### src/sdram_sub_params.svh
`ifndef SDRAM_SUB_PARAMS_SVH
`define SDRAM_SUB_PARAMS_SVH

// sdram window in 32-bit word addresses.
`define SDRAM_BASE 30'h0000_4000
`define SDRAM_SIZE 30'h0000_4000

// single status word on the data bus, outside the sdram window.
`define CTRL_BASE 30'h0000_1000

// power-up wait, kept short for simulation.
`define INIT_WAIT_CYCLES 64

`define CAS_LATENCY 2
`define TRCD_CYCLES 2

`endif

### src/sdram_sub_pkg.sv
package sdram_sub_pkg;

	typedef logic [29:0] word_addr_t;
	typedef logic [30:0] half_addr_t;
	typedef logic [31:0] word_t;
	typedef logic [15:0] half_t;
	typedef logic [3:0] bytesel_t;
	typedef logic [1:0] half_sel_t;

	typedef enum logic [3:0] {
		ST_INIT_WAIT,
		ST_PRECHARGE_ALL,
		ST_LOAD_MODE,
		ST_IDLE,
		ST_ACTIVATE,
		ST_TRCD_WAIT,
		ST_READ,
		ST_CAS_WAIT,
		ST_WRITE,
		ST_PRECHARGE
	} sdram_state_t;

endpackage

### src/bridge_32_16.sv
`timescale 1ns/1ns

module bridge_32_16 (
	input  logic                       clk,
	input  logic                       i_rst_n,
	input  logic                       i_h_cs,
	input  sdram_sub_pkg::word_addr_t  i_h_addr,
	input  sdram_sub_pkg::word_t       i_h_wdata,
	input  logic                       i_h_wr_en,
	input  sdram_sub_pkg::bytesel_t    i_h_bytesel,
	output sdram_sub_pkg::word_t       o_h_rdata,
	output logic                       o_h_compl,
	output logic                       o_b_cs,
	output sdram_sub_pkg::half_addr_t  o_b_addr,
	output sdram_sub_pkg::half_t       o_b_wdata,
	output logic                       o_b_wr_en,
	output sdram_sub_pkg::half_sel_t   o_b_bytesel,
	input  sdram_sub_pkg::half_t       i_b_rdata,
	input  logic                       i_b_compl
);

	logic need_lo, need_hi;
	logic phase_hi, cur_hi, last_half;
	sdram_sub_pkg::half_t lo_q;

	assign need_lo = |i_h_bytesel[1:0];
	assign need_hi = |i_h_bytesel[3:2];

	// an empty low half is skipped; an all-zero mask still runs one masked access.
	assign cur_hi = phase_hi | (~need_lo & need_hi);
	assign last_half = cur_hi | ~need_hi;

	assign o_b_cs = i_h_cs;
	assign o_b_addr = {i_h_addr, cur_hi};
	assign o_b_wdata = cur_hi ? i_h_wdata[31:16] : i_h_wdata[15:0];
	assign o_b_wr_en = i_h_wr_en;
	assign o_b_bytesel = cur_hi ? i_h_bytesel[3:2] : i_h_bytesel[1:0];

	assign o_h_compl = i_b_compl & last_half;
	assign o_h_rdata = cur_hi ? {i_b_rdata, (need_lo ? lo_q : 16'h0)} :
		{16'h0, i_b_rdata};

	always_ff @(posedge clk or negedge i_rst_n) begin
		if (!i_rst_n)
			phase_hi <= 1'b0;
		else if (i_b_compl)
			phase_hi <= ~last_half;
	end

	// low half kept for the word assembled on the high completion.
	always_ff @(posedge clk) begin
		if (i_b_compl && !cur_hi)
			lo_q <= i_b_rdata;
	end

endmodule

### config.mk
export PLATFORM = sky130hd
export DESIGN_NAME = bridge_32_16
export DESIGN_NICKNAME = d
export VERILOG_FILES = /design/src/sdram_sub_params.svh /design/src/sdram_sub_pkg.sv /design/src/bridge_32_16.sv
export SDC_FILE = /design/constraint.sdc
export NUM_CORES = 1
export LEC_CHECK = 0
export BUFFER_PORTS_ARGS = -buffer_cell sky130_fd_sc_hd__buf_2
export CAP_MARGIN = 0
export CORE_MARGIN = 2
export CORE_UTILIZATION = 35
export DETAILED_ROUTE_END_ITERATION = 8
export PLACE_DENSITY = 0.85
export RECOVER_POWER = 50
export SLEW_MARGIN = 20
export SYNTH_ARGS = -nofsm -noshare
export SYNTH_HDL_FRONTEND = slang
export SYNTH_SLANG_ARGS = --single-unit
### constraint.sdc
create_clock -name clk -period 5.6 [get_ports clk]
set_clock_uncertainty 0.15 [all_clocks]
set_input_delay 0.28 -clock clk [delete_from_list [all_inputs] [get_ports clk]]
set_output_delay 0.28 -clock clk [all_outputs]
set_load 0.005 [all_outputs]
==> results.md, run 1 <==
- Number of max-cap violations: 1
- Crit path DAT: 2.86 ns
- Type of the most critical hold path: in -> reg
- Yosys cell types: 18
- Clk_lat worst skew: 0.24 ns
- Chip Width: 66.4 um
- Leak: 0.000839 uW
- H-tree Lvls: 1
- 1st-pass router iterations: 4
- Worst setup startpoint: i_h_bytesel[2]
- Met2 Resource Use GR: 0.285
- Status: complete, but fails checks
- Post-DP Area: 1650 um^2
- Most instantiated library cell after synthesis: buf_4
- R2r startpoint: phase_hi
- Crit path top cell by count: buf_2
- Final Non-Filler Cells: 237
- Post-synth top cells: 34 x buf_4, 17 x and2_1, 16 x a22o_1, 16 x edfxtp_1, 12 x mux2_4
- Via Count: 1123
- Ant. Diodes: 0
- Detail Route Antenna Nets: 0
- PortBufs: 106
- Crit path time final: 3.29 ns
- Worst Setup Path Type: in -> out
- Sink Count: 17
- CP Max Fanout: 23
- Cell type with the largest total area after synthesis: edfxtp_1
- Die area: 4400 um^2
- Cells after DPL: 231
- Post-cts gate resize count: 0
- Main synth FF type: edfxtp_1
- Placer congestion estimate: 0.808
- Final Worst Setup Slack: 2.31 ns
- Final Max Slew Viols: 23
- Fraction of registers with async set/reset: 0.0588
- CTS Buf Count: 3
- Post-synth EDFFs: 16
- DP Worst Slack: 2.73 ns
- Drt via density: 4.74
- YS warnings: 0
- Required arrival time at the worst endpoint: 5.17 ns
- Detailed Place HPWL: 3.44 mm
- Post-CTS Setup Bufs: 0
- CP max stage cell: a21oi_1
- Failing checks: max-capacitance violations, max-slew violations
- Cell area after layout: 1700 um^2
- Top cells by area, synth: edfxtp_1 35%, buf_4 19%, mux2_4 13%, a22o_1 10%, and2_1 7.8%
- Worst-Margin Slew: 2.03 ns
- Synthesized area per cell: 11.8 um^2
- Pwr Density: 244 nW/um^2
- Hold Crit Start: i_b_rdata[12]
- Period Utilization, post-route: 0.588
- Layout cells sized above 1: 0.587
- Gate Count Post-Synth: 115
- Total wire length: 4.14 mm
- DR iter-0 viols: 14
- Clk root buf: clkbuf_8
- Antenna violations before repair: 0
- NumNets Final: 277
- Vias in the first global route: 1102
- Worst stage delay on the critical path: 1.51 ns
- DRC viols: 0
- GRT overflow: 0
- Most Crowded Layer GR: met2
- CTS Buffer Depth: 2
- CP startpoint kind: input port
- Max Clock Freq: 0.304 GHz
- Seq/Total Area, Yosys: 0.371
- Hold buffers post-CTS: 1
- GR Util met3: 0.0954
- Final hold vios: 0
- Chip Height: 66.4 um
- Core area: 3690 um^2
- Rel. slew slack: -0.356
- CTS tree: done
- TNS Setup: 0 ns
- Worst VDD drop: 139 uV
- Initial Util: 0.369
- Crit-path cells: buf_2, or2_4, a21oi_1, buf_16, mux2_2, buf_2
- First-pass GRT wire length: 5.67 mm
- FP Rows: 22
- CP endpoint kind: output port
- Mapped cell area: 1360 um^2
- Area Growth Syn to Fin: 24.5%
- Pin count of the biggest net entering global routing: 38
- Syn_nets: 202
- Overall Global Routing Usage: 0.175
- Clock transition at path regs: 0.06 ns
- Top cell type's share of synthesized area: 0.353
- Met1 usage: 0.205
- Unrepaired setup endpoints after global routing: no
- IO Count: 171
- Number of synthesized register bits: 17
- Final setup fails: 0
- Design Power: 414 uW
- Avg WL per Cell: 17.5 um
per-layer routing:
metal  part of all wire  wire, um
met5                  0         0
met4             0.0029        12
met3               0.16       670
met2               0.46      1920
met1               0.37      1530
sequential cells by signal, indices dropped and copies added (netlist names):
register	flops
lo_q	16
phase_hi	1
cell type report:
| type | count | area, um^2 |
|---|---|---|
| Timing Repair Buffer | 108 | 546 |
| Sequential cell | 17 | 505 |
| Clock buffer | 4 | 45.0 |
| Tap cell | 48 | 60.1 |
| Fill cell | 375 | 1990 |
| Inverter | 2 | 10.0 |
| Multi-Input combinational cell | 58 | 529 |
per-stage QoR:
stage	utilization	hold slack, ns
3_3_place_gp	0.447	-0.0952
5_1_grt	0.460	0.111
6_report	0.460	0.114
2_1_floorplan	-	-0.166
4_1_cts	0.462	0.0777
3_5_place_dp	0.447	-0.0896
power breakdown:
group | leakage (uW) | internal [uW] | switching [uW]
logic | 0.000653 | 94.7 | 78.0
registers | 0.000163 | 151 | 3.08
clock network | 0.0000228 | 50.3 | 36.9
total | 0.000839 | 296 | 118
placed cells by master, fill, tap and decap left out:
cell / synthesis / routed
buf_2: 0 / 87
clkbuf_1: 1 / 19
and2_1: 17 / 17
a22o_1: 16 / 16
edfxtp_1: 16 / 16
mux2_4: 12 / 11
mux2_2: 6 / 6
clkbuf_8: 0 / 3
nor2_1: 2 / 2
or2_4: 1 / 1
a21oi_1: 0 / 1
inv_4: 1 / 1
inv_1: 1 / 1
mux2_1: 0 / 1
a21boi_0: 1 / 1
nand2_1: 1 / 1
o22ai_1: 1 / 1
dlygate4sd3_1: 0 / 1
clkbuf_2: 0 / 1
buf_16: 0 / 1
dfrtp_1: 1 / 1
logic make-up after synthesis:
kind of cell	Yosys count	synth area share
flip-flops	17	0.371
multiplexers	18	0.182
buffers and inverters	40	0.229
AND/OR/NAND/NOR	21	0.0928
AO/OA/AOI/OAI	19	0.125
path summary, 6_finish.rpt:
path,endpoint,slack [ns],cells past startpoint
min in group asynchronous,phase_hi,0.19,2
worst max-delay path,o_b_wdata[2],2.31,6
worst min-delay path,lo_q[12],0.11,1
max in group asynchronous,phase_hi,5.02,2
worst min register to register,phase_hi,0.45,2
worst max register to register,lo_q[4],2.42,2
worst max-delay path, delay by kind of cell:
kind / cells / cell delay [ns]
AOI/OAI and AO/OA: 1 / 1.51
buffers and inverters: 3 / 0.48
muxes: 1 / 0.34
and+or+nand+nor: 1 / 0.25
Note: power is estimated with default switching activity, not from simulation.
==> run 2: changes to the inputs <==
--- a/config.mk
+++ b/config.mk
@@ -8,9 +8,9 @@
 export BUFFER_PORTS_ARGS = -buffer_cell sky130_fd_sc_hd__buf_2
 export CAP_MARGIN = 0
 export CORE_MARGIN = 2
-export CORE_UTILIZATION = 35
+export CORE_UTILIZATION = 32
 export DETAILED_ROUTE_END_ITERATION = 8
-export PLACE_DENSITY = 0.85
+export PLACE_DENSITY = 0.78
 export RECOVER_POWER = 50
 export SLEW_MARGIN = 20
 export SYNTH_ARGS = -nofsm -noshare
==> constraint.sdc (replaced) <==
create_clock -name clk -period 3.1 [get_ports clk]
set_clock_uncertainty 0.15 [all_clocks]
set_input_delay 0.155 -clock clk [delete_from_list [all_inputs] [get_ports clk]]
set_output_delay 0.155 -clock clk [all_outputs]
set_load 0.005 [all_outputs]
==> run 2 against run 1 <==
The flow now finishes without violations. Final cell count is 8.0% higher. Clock power up 89%. Non-clock buffer count grew 17. Global-route usage is 1.6 points higher. Clock-buffer cell count down 1. Hold slack worse by 0.061 ns. Die area rose by 8.8%. Flip-flop and latch count unchanged. Total power grew 86%. Highest routed layer unchanged.
==> results.md, run 2 (synthesis results as in run 1) <==
- Status: finished, final reports clean
- Biggest regs: lo_q: 16 flops, phase_hi: 1 flops
- Required arrival time at the worst endpoint: 2.79 ns
- 1st-pass router iterations: 4
- Comb pwr share: 0.421
- Avg WL per Cell: 18.4 um
- CTS tree: done
- Sequential Power Share: 0.363
- Largest register FFs: 16
- Crit path DAT: 2.09 ns
- Rel. slew slack: 0.263
- Worst Setup Path Type: reg -> out
- Max Clock Freq: 0.417 GHz
- Chip Width: 69.2 um
- TNS Setup: 0 ns
- Pint: 542 uW
- Total wire length: 4.70 mm
- CP startpoint kind: register
- FP Rows: 23
- Placer congestion estimate: 0.748
- Final Util: 0.459
- Die area: 4790 um^2
- Area Growth Syn to Fin: 36.8%
- PortBufs: 106
- Overall Global Routing Usage: 0.191
- Vias in the first global route: 1332
- Fillers: 387
- CTS Buf Count: 3
- Area of the multi-input gates: 544 um^2
- Type of the most critical hold path: in -> async
- Clk_lat worst skew: 0.25 ns
- Reg2Reg Setup Slack: 1.19 ns
- First-pass GRT wire length: 7.18 mm
- Final setup fails: 0
- Via Count: 1229
- Worst VDD drop: 274 uV
- Register Area: 505 um^2
- Final hold vios: 0
- Most flop-heavy register: lo_q
- CP endpoint kind: output port
- CP Max Fanout: 36
- R2r startpoint: phase_hi
- CTS Buffer Depth: 2
- Cell area after layout: 1860 um^2
- DR iter-0 viols: 24
- P_sw: 227 uW
- Core area: 4060 um^2
- Ant. Diodes: 0
- Clock transition at path regs: 0.06 ns
- Clk root buf: clkbuf_8
- Leak: 0.000911 uW
- Detail Route Antenna Nets: 0
- Post-DP Area: 1660 um^2
- NumNets Final: 294
- Chip Height: 69.2 um
- IO Count: 171
- Detailed Place HPWL: 3.62 mm
- H-tree Lvls: 1
- Switching Share: 0.296
- Antenna violations before repair: 0
- Clock share of power: 0.215
- Sink Count: 17
- R2R depth: 4
- Unrepaired setup endpoints after global routing: no
- Commonest cells after routing, fill and taps aside: 88 x buf_2, 18 x dlygate4sd3_1, 18 x clkbuf_1
- Layout cells sized above 1: 0.553
- Pwr Density: 413 nW/um^2
- Final Max Slew Viols: 0
- Crit Reg-Reg Endpoint: phase_hi
- Pin count of the biggest net entering global routing: 37
- Period Utilization, post-route: 0.774
- DRC viols: 0
- Initial Util: 0.335
- Commonest non-fill, non-tap cell in the layout: buf_2
- Crit path time final: 2.40 ns
- Drt via density: 4.80
- GRT overflow: 0
- Number of max-cap violations: 0
- Worst-Margin Slew: 1.10 ns
-- run 2: worst max-delay path by stage --
| stage | startpoint | endpoint | slack (ns) | depth (start not counted) |
|---|---|---|---|---|
| final | phase_hi | o_h_rdata[26] | 0.70 | 5 |
| after global routing | phase_hi | o_h_rdata[26] | 0.57 | 5 |
| after CTS | phase_hi | o_h_rdata[6] | 0.82 | 4 |
| after detailed placement | phase_hi | o_h_rdata[6] | 1.16 | 4 |
| after global placement | phase_hi | o_h_rdata[9] | 1.20 | 4 |
| after floorplan | i_h_bytesel[2] | lo_q[0] | 1.17 | 4 |
-- run 2: metal layers --
layer,part of all wire,vias to the layer above,GRT usage
li1,-,559,-
met2,0.53,115,0.359
met1,0.32,547,0.178
met3,0.13,8,0.0930
met4,0.012,0,0.0545
met5,0,-,0.0333
-- run 2: timing repair --
action,CTS,global route
hold endpoints to repair,18,0
setup buffers,0,0
gates resized for setup,0,0
hold buffers,18,0
-- run 2: power by group through the flow --
stage / clock network (uW) / logic, uW / registers (uW)
floorplan: 0 / 218 / 282
global route: 176 / 350 / 281
detailed placement: 0 / 308 / 284
CTS: 165 / 328 / 280
global placement: 0 / 304 / 283
finish: 165 / 324 / 280
-- run 2: layout make-up --
| type | count | share of cell area |
|---|---|---|
| clock buffers | 3 | 0.0222 |
| clock inverters | 1 | 0.00269 |
| inverters | 2 | 0.00538 |
| multi-input cells | 58 | 0.292 |
| flip-flops and latches | 17 | 0.272 |
| well taps | 50 | 0.0336 |
| repair buffers | 125 | 0.372 |
-- run 2: worst max-delay path: stages (launching register included) --
cell,delay [ns]
dfrtp_1,0.41
a21oi_4,0.12
clkbuf_2,0.75
inv_4,0.19
and2_1,0.24
buf_2,0.13
-- run 2: stage by stage --
stage | instances | setup WS [ns] | total power (uW) | hold slack (ns)
detailed placement | 234 | 1.16 | 593 | -0.214
global placement | 234 | 1.20 | 587 | -0.217
CTS | 256 | 0.823 | 773 | 0.0720
global route | 256 | 0.574 | 808 | 0.0597
floorplan | 115 | 1.17 | 500 | -0.291
finish | 256 | 0.701 | 769 | 0.0533
