$ cat src/sdram_sub_params.svh
`ifndef SDRAM_SUB_PARAMS_SVH
`define SDRAM_SUB_PARAMS_SVH

// sdram window in 32-bit word addresses.
`define SDRAM_BASE 30'h0000_4000
`define SDRAM_SIZE 30'h0000_4000

// single status word on the data bus, outside the sdram window.
`define CTRL_BASE 30'h0000_1000

// power-up wait, kept short for simulation.
`define INIT_WAIT_CYCLES 64

`define CAS_LATENCY 2
`define TRCD_CYCLES 2

`endif

$ cat src/sdram_sub_pkg.sv
package sdram_sub_pkg;

	typedef logic [29:0] word_addr_t;
	typedef logic [30:0] half_addr_t;
	typedef logic [31:0] word_t;
	typedef logic [15:0] half_t;
	typedef logic [3:0] bytesel_t;
	typedef logic [1:0] half_sel_t;

	typedef enum logic [3:0] {
		ST_INIT_WAIT,
		ST_PRECHARGE_ALL,
		ST_LOAD_MODE,
		ST_IDLE,
		ST_ACTIVATE,
		ST_TRCD_WAIT,
		ST_READ,
		ST_CAS_WAIT,
		ST_WRITE,
		ST_PRECHARGE
	} sdram_state_t;

endpackage

$ cat src/sdram_port_arbiter.sv
`timescale 1ns/1ns
`include "sdram_sub_params.svh"

module sdram_port_arbiter (
	input  logic                       clk,
	input  logic                       i_rst_n,
	input  logic                       i_d_access,
	input  sdram_sub_pkg::word_addr_t  i_d_addr,
	input  sdram_sub_pkg::word_t       i_d_wr_val,
	input  logic                       i_d_wr_en,
	input  sdram_sub_pkg::bytesel_t    i_d_bytesel,
	output logic                       o_d_ack,
	output sdram_sub_pkg::word_t       o_d_data,
	input  logic                       i_i_access,
	input  sdram_sub_pkg::word_addr_t  i_i_addr,
	output logic                       o_i_ack,
	output sdram_sub_pkg::word_t       o_i_data,
	output logic                       o_h_cs,
	output sdram_sub_pkg::word_addr_t  o_h_addr,
	output sdram_sub_pkg::word_t       o_h_wdata,
	output logic                       o_h_wr_en,
	output sdram_sub_pkg::bytesel_t    o_h_bytesel,
	input  sdram_sub_pkg::word_t       i_h_rdata,
	input  logic                       i_h_compl,
	input  logic                       i_config_done
);

	logic d_start, i_start, d_ctrl;
	logic d_granted, i_granted;
	logic sel_d, sel_i, d_mem_ack;
	logic ctrl_ack;
	sdram_sub_pkg::word_t ctrl_data;
	sdram_sub_pkg::word_addr_t host_addr;

	assign d_start = i_d_access &&
		(i_d_addr >= `SDRAM_BASE) && (i_d_addr < `SDRAM_BASE + `SDRAM_SIZE);
	assign i_start = i_i_access &&
		(i_i_addr >= `SDRAM_BASE) && (i_i_addr < `SDRAM_BASE + `SDRAM_SIZE);
	assign d_ctrl = i_d_access && (i_d_addr == `CTRL_BASE);

	// a started access keeps the bridge until it completes.
	assign sel_d = d_granted | (~i_granted & d_start);
	assign sel_i = i_granted | (~d_granted & ~d_start & ~d_ctrl & i_start);

	assign host_addr = sel_d ? i_d_addr : i_i_addr;
	assign o_h_cs = sel_d | sel_i;
	assign o_h_addr = host_addr - `SDRAM_BASE;
	assign o_h_wdata = i_d_wr_val;
	assign o_h_wr_en = sel_d & i_d_wr_en;
	assign o_h_bytesel = sel_d ? i_d_bytesel : 4'b1111;

	assign d_mem_ack = sel_d & i_h_compl;
	assign o_d_ack = ctrl_ack | d_mem_ack;
	assign o_i_ack = sel_i & i_h_compl;
	assign o_d_data = ctrl_ack ? ctrl_data : (d_mem_ack ? i_h_rdata : '0);
	assign o_i_data = o_i_ack ? i_h_rdata : '0;

	always_ff @(posedge clk or negedge i_rst_n) begin
		if (!i_rst_n) begin
			d_granted <= 1'b0;
			i_granted <= 1'b0;
		end else begin
			d_granted <= sel_d & ~i_h_compl;
			i_granted <= sel_i & ~i_h_compl;
		end
	end

	// status ack waits out an instruction access so the two acks never meet.
	always_ff @(posedge clk or negedge i_rst_n) begin
		if (!i_rst_n)
			ctrl_ack <= 1'b0;
		else
			ctrl_ack <= d_ctrl & ~ctrl_ack & ~sel_i;
	end

	always_ff @(posedge clk) begin
		if (d_ctrl && !i_d_wr_en)
			ctrl_data <= {31'b0, i_config_done};
	end

endmodule

$ cat config.mk
export PLATFORM = sky130hd
export DESIGN_NAME = sdram_port_arbiter
export DESIGN_NICKNAME = d
export VERILOG_FILES = /design/src/sdram_sub_pkg.sv /design/src/sdram_port_arbiter.sv
export VERILOG_INCLUDE_DIRS = /design/src
export SDC_FILE = /design/constraint.sdc
export NUM_CORES = 1
export LEC_CHECK = 0
export BUFFER_PORTS_ARGS = -buffer_cell sky130_fd_sc_hd__buf_2
export CAP_MARGIN = 40
export CORE_AREA = 3 3 103 105
export CTS_CLUSTER_DIAMETER = 200
export DETAILED_ROUTE_END_ITERATION = 6
export DIE_AREA = 0 0 106 108
export SLEW_MARGIN = 30
export SYNTH_ARGS = -nofsm -noshare
export SYNTH_HDL_FRONTEND = slang
export SYNTH_SLANG_ARGS = --single-unit
$ cat constraint.sdc
create_clock -name clk -period 12.18 [get_ports clk]
set_input_delay 2.436 -clock clk [delete_from_list [all_inputs] [get_ports clk]]
set_output_delay 2.436 -clock clk [all_outputs]
set_load 0.02 [all_outputs]
==> flow_metrics.tcl, run 1 <==
set metrics [dict create \
    combPwrFrac_pct 53.5 \
    drt_first_iter_violations 113 \
    min_period_over_period_pct 60.5 \
    clock-sinks 4 \
    max_slew_margin_pct 60.8 \
    p_leak_nw 1.59 \
    intPower_w 0.0000589 \
    numCtsBuffers 3 \
    worstPathArrival_ns 4.94 \
    async_flop_share_pct 75.0 \
    worstSetupStartpointType "input port" \
    hold_viol 0 \
    ir_worst_vdd_mv 0.0164 \
    rows 36 \
    routedWlPerCell_um 13.8 \
    worst_slack_ns 4.81 \
    grt_max_degree 45 \
    dp_hpwl_um 6810 \
    track_usage_pct 11.8 \
    antenna_left 0 \
    clock-root-buffer "clkbuf_8" \
    portBuffers 204 \
    gp_congestion 0.823 \
    fin_crit_ns 7.37 \
    first_pass_iters 4 \
    ctsHoldBuffers 0 \
    endpoint_kind "output pin" \
    n_antenna_cell 0 \
    drc 0 \
    synth-seq-cells 4 \
    die_y_um 108 \
    rsz0062_at_grt "false" \
    hold_ws_ns 0.502 \
    crit_fanout 5 \
    cts_max_path_buffers 2 \
    reg2reg_depth 4 \
    drive_gt1_share_pct 55.5 \
    stdcell_count 562 \
    hold_path_depth 1 \
    dp.cells 557 \
    ioPinCount 269 \
    ys.warnings.count 0 \
    die_width_um 106 \
    clk_pin_slew_ns 0.04 \
    synth_edf_count 1 \
    synthesis.area_per_instance_um2 7.13 \
    power.density_nw_per_um2 32.6 \
    fmax_ghz 0.136 \
    p_switching_w 0.0000337 \
    status "finished clean" \
    area_delta_synth_final_pct 51.4 \
    h-tree-depth 1 \
    synth_cell_types 54 \
    ys_seq_area_share_pct 5.61 \
    path_class "in2out" \
    final-max-slew-violation-count 0 \
    setup_tns_ns 0 \
    ys.flop_type "dfrtp_1" \
    timing.max_cap.violations 0 \
    r2r_setup_slack_ns 10.30 \
    worst_pin_slew_ns 0.589 \
    syn_nets 399 \
    vias_per_cell 4.37 \
    power_frac_seq_pct 15.0 \
    wl_um 7750 \
    start_util_pct 19.3 \
    fin_nets 566 \
    core-area_um2 9730 \
    holdCritPathClass "reg2reg" \
    worstSkewPairLatency_ns 0.22 \
    grt_pass1_vias 2308 \
    skew_ns 0.00563 \
    num-fill-cells 1092 \
    finalSetupViolCount 0 \
    dieArea_um2 11400 \
    clock_power_share_pct 31.6 \
    grt_pass1_wl_um 11200 \
    cts_setup_buffers 0 \
    place_ws_ns 4.73 \
    grt-ovfl-total 0 \
    switching_share_pct 36.3 \
    cts_resized 0 \
    vias 2458 \
    antenna_found_initial 0 \
    cts_tree "yes" \
    syn-cell-area_um2 1870 \
    syn_inst 263 \
    required_ns 9.74 \
]
-- cell usage in the layout, fill, tap and decap left out, types with 3 or more instances in the layout --
cell type | Yosys | layout
buf_2 | 5 | 204
and2_1 | 65 | 65
nand2_1 | 15 | 15
nor2_1 | 14 | 14
mux2_2 | 14 | 14
mux2i_1 | 12 | 12
a21oi_1 | 8 | 8
o21ai_0 | 8 | 8
xor2_1 | 7 | 7
xnor2_1 | 7 | 7
inv_1 | 5 | 5
nor3_1 | 5 | 5
or3_1 | 5 | 5
nor4_1 | 5 | 5
or2_2 | 4 | 4
o211ai_1 | 3 | 3
clkbuf_8 | 0 | 3
dfrtp_1 | 3 | 3
-- final timing paths --
kind / from / endpoint
worst min-delay path: ctrl_ack / ctrl_ack
worst min register to register: ctrl_ack / ctrl_ack
max in group asynchronous: i_rst_n / d_granted
min in group asynchronous: i_rst_n / ctrl_ack
worst max-delay path: i_d_addr[28] / o_h_addr[24]
worst max register to register: d_granted / i_granted
-- through the flow --
stage                     power (W)  util (%)  cell area (um2)
after floorplan           0.0000497         -             1870
after global placement    0.0000627      28.6             2780
after detailed placement  0.0000636      28.6             2780
after CTS                 0.0000931      29.1             2830
after global routing      0.0000990      29.2             2840
final                     0.0000926      29.2             2840
-- kinds of logic (layout without fill, tap and decap cells) --
kind of cell    Yosys count  in the layout  share of synthesized area (%)
compound gates           37             37                           13.4
xor+xnor                 14             14                           6.54
fa+ha+maj                 1              1                          0.667
buf+inv                  50            216                           17.2
flops                     4              4                           5.61
mux                      26             26                           14.8
simple gates            131            131                           41.8
-- worst max-delay path, stage by stage --
cell	delay, ns
buf_2	0.11
or4_4	0.57
nor4_4	0.39
a21oi_4	0.13
mux2i_1	0.23
ha_1	0.27
nand2_1	0.12
a21o_1	0.22
nor3_1	0.21
o2bb2ai_1	0.10
buf_2	0.17
-- per-layer routing --
metal	vias to the layer above	track usage, %	share of wire (%)
met1	1118	15.4	40
met3	14	1.85	7.9
met4	0	2.59	1.2
met2	127	20.8	51
li1	1199	-	-
met5	-	0	0
-- state kept, by name (all words and copies together), names as in the netlist --
name	count
ctrl_ack	1
ctrl_data	1
d_granted	1
i_granted	1
-- area by class of cell --
class	instances	area, um2	share of cell area [%]
clock buffers	4	45.0	1.59
well taps	133	166	5.86
repair buffers	207	1050	36.9
flip-flops and latches	4	105	3.70
multi-input cells	209	1460	51.3
inverters	5	18.8	0.661
-- power groups by stage --
stage                Clock, W  Combinational (W)  Sequential, W
floorplan                   0          0.0000357      0.0000140
global placement            0          0.0000487      0.0000140
detailed placement          0          0.0000496      0.0000140
CTS                 0.0000295          0.0000497      0.0000138
global route        0.0000310          0.0000541      0.0000138
finish              0.0000292          0.0000495      0.0000138
-- cells in the mapped netlist (2+ instances only) --
library cell / count / area [um2]
xnor2_1: 7 / 61.3
xor2_1: 7 / 61.3
dfrtp_1: 3 / 75.1
and2_1: 65 / 407
mux2i_1: 12 / 120
a21oi_1: 8 / 40.0
buf_2: 5 / 25.0
or2_2: 4 / 25.0
a21oi_2: 3 / 26.3
and3_1: 2 / 12.5
nand2_1: 15 / 56.3
nor3_1: 5 / 25.0
inv_1: 5 / 18.8
nand3_1: 2 / 10.0
mux2_2: 14 / 158
clkbuf_1: 7 / 26.3
nor4_1: 5 / 31.3
o211ai_1: 3 / 22.5
buf_4: 32 / 240
nor2_1: 14 / 52.6
or3_1: 5 / 31.3
o21ai_0: 8 / 40.0
Note: power is estimated with default switching activity, not from simulation.
==> inputs of run 2 (changes only) <==
- ABC_AREA: not set -> 1
- CORE_AREA: 3 3 103 105 -> 3 3 105 107
- DIE_AREA: 0 0 106 108 -> 0 0 108 110
- clock period: 12.18 -> 6.8 ns (I/O delays scaled with it)
==> run 2 against run 1 <==
  * Register-to-register slack worse by 5.7 ns
  * Synthesized cell count is 50% higher
  * Global-route usage is 0.56 points higher
  * Wire length is 8.3% higher
  * Design area is 3.9% higher
  * Cell count is 23% higher
  * Critical path type unchanged
==> flow_metrics.tcl, run 2 <==
set metrics [dict create \
    ioPinCount 269 \
    reg2reg_depth 5 \
    power.density_nw_per_um2 60.5 \
    area_delta_synth_final_pct 42.8 \
    syn_inst 394 \
    place_ws_ns 1.22 \
    worst_slack_ns 1.29 \
    synth_xor_area_share_pct 2.97 \
    hold_path_depth 1 \
    cp_slowest_cell "nand2_2" \
    rsz0062_at_grt "false" \
    fmax_ghz 0.181 \
    fin_nets 693 \
    status "finished clean" \
    drive_gt1_share_pct 45.5 \
    timing.max_cap.violations 0 \
    synth-seq-cells 4 \
    start_util_pct 20.2 \
    synth_fa_ha_area_share_pct 0.606 \
    grt_pass1_vias 2458 \
    endpoint_kind "output pin" \
    synth-compound-area-share_pct 1.82 \
    clock-root-buffer "clkbuf_8" \
    routedWlPerCell_um 12.1 \
    synth_top_area_share_pct 20.2 \
    worst_pin_slew_ns 0.742 \
    synth_edf_count 1 \
    numCtsBuffers 3 \
    wl_um 8400 \
    async_flop_share_pct 75.0 \
    syn-cell-area_um2 2060 \
    crit_fanout 24 \
    final_cell_mix "buf_2 (204), nand2_1 (111), nor2_1 (82), inv_1 (57), nand3_1 (17)" \
    yosys.area.top_type "nand2_1" \
    synthTopCellsByCount "nand2_1 (111), nor2_1 (82), inv_1 (57)" \
    fin_crit_ns 5.51 \
    power_w 0.000178 \
    worstSetupStartpointType "input port" \
    p_leak_nw 1.98 \
    worstSkewPairLatency_ns 0.21 \
    h-tree-depth 1 \
    cts_max_path_buffers 2 \
    yosysMostFrequentCell "nand2_1" \
    dieArea_um2 11900 \
    grt-ovfl-total 0 \
    grt_pass1_wl_um 12000 \
    r2r_start "i_granted" \
    finalSetupViolCount 0 \
    first_pass_iters 5 \
    portBuffers 204 \
    drt_first_iter_violations 116 \
    cts_setup_buffers 0 \
    holdCritStartpoint "ctrl_ack" \
    synth_top_family_by_area "simple AND/OR/NAND/NOR gates" \
    dp_hpwl_um 7370 \
    synth_cell_types 36 \
    r2r-end "d_granted" \
    cp.buffers_inverters 2 \
    max_slew_margin_pct 50.5 \
    synth_area_leaders "nand2_1 (20%), nor2_1 (15%), buf_4 (12%)" \
    hold_path_end "ctrl_ack" \
    final_common_cell "buf_2" \
    critPathMaxStageDelay_ns 0.64 \
    crit_top_cell "nand2_1" \
    drc 0 \
    rows 37 \
    track_usage_pct 12.4 \
    hold_viol 0 \
    worstPathArrival_ns 4.15 \
    gp_congestion 0.797 \
    ys_seq_area_share_pct 5.09 \
    cts_resized 0 \
    required_ns 5.44 \
    min_period_over_period_pct 81.0 \
    path_class "in2out" \
    ir_worst_vdd_mv 0.0528 \
    synthesis.area_per_instance_um2 5.24 \
    r2r_setup_slack_ns 4.60 \
    ctsHoldBuffers 0 \
    die_y_um 110 \
    grt_max_degree 34 \
    core-area_um2 10200 \
    skew_ns 0.00469 \
    syn_nets 530 \
    vias 2758 \
    holdCritPathClass "reg2reg" \
    setup_tns_ns 0 \
    crit_chain "buf_2, nor2_1, nand2_1, nor2_2, nand4_2, nand2_2, nand2_1, nand2_1, ha_1, nand3_2, nor2_2, xor2_1, buf_2" \
    clk_pin_slew_ns 0.03 \
    clock-sinks 4 \
    vias_per_cell 3.99 \
    ys.warnings.count 0 \
    n_antenna_cell 0 \
    cts_tree "yes" \
    die_width_um 108 \
    ys.flop_type "dfrtp_1" \
    antenna_found_initial 0 \
    final-max-slew-violation-count 0 \
    antenna_left 0 \
    path_delay_family "simple AND/OR/NAND/NOR gates" \
    yosys.area_share.simple_pct 60.6 \
    synth.mux.area_fraction_pct 0 \
]
## run 2: worst reg2reg max path, delay by kind of cell (launching register included)
kind	cells	cell delay, ns
flops	1	0.40
simple gates	3	1.33
buf+inv	2	0.40
## run 2: worst max path at each step
stage | slack (ns) | depth (start not counted) | to | startpoint
floorplan | 2.31 | 13 | o_h_addr[22] | i_d_addr[28]
global placement | 1.32 | 13 | o_h_addr[20] | i_d_addr[15]
detailed placement | 1.22 | 13 | o_h_addr[20] | i_d_addr[15]
CTS | 1.22 | 13 | o_h_addr[20] | i_d_addr[15]
global route | 0.93 | 14 | o_h_addr[24] | i_d_addr[15]
finish | 1.29 | 13 | o_h_addr[20] | i_d_addr[28]
## run 2: logic make-up after synthesis
family	Yosys count
and+or+nand+nor	267
buffers and inverters	109
xor gates and xnor gates	7
AOI/OAI and AO/OA	6
DFF	4
adders and majority gates	1
## run 2: through the flow
step	hold slack [ns]	util, %	cells	area (um2)
2_1_floorplan	0.431	-	394	2060
3_3_place_gp	0.462	28.4	688	2900
3_5_place_dp	0.459	28.4	688	2900
4_1_cts	0.464	28.8	692	2950
5_1_grt	0.496	28.8	692	2950
6_report	0.461	28.8	692	2950
## run 2: cell type report
class	instances	area, um2
multi-input cells	281	1360
flip-flops and latches	4	105
clock buffers	4	45.0
well taps	136	170
inverters	61	229
repair buffers	206	1040
fillers	1205	7280
## run 2: power by group
part	switching (W)	internal (W)	leakage [nW]
Clock	0.0000116	0.0000400	0.0228
Combinational	0.0000585	0.0000433	1.91
Sequential	0.000000000191	0.0000248	0.0509
Total	0.0000702	0.000108	1.98
## run 2: routing by layer
metal	up-vias	part of all wire (%)	GRT usage [%]
met3	18	7.3	1.51
met5	-	0	0
li1	1461	-	-
met2	130	49	21.3
met4	0	1.7	3.52
met1	1149	42	16.4
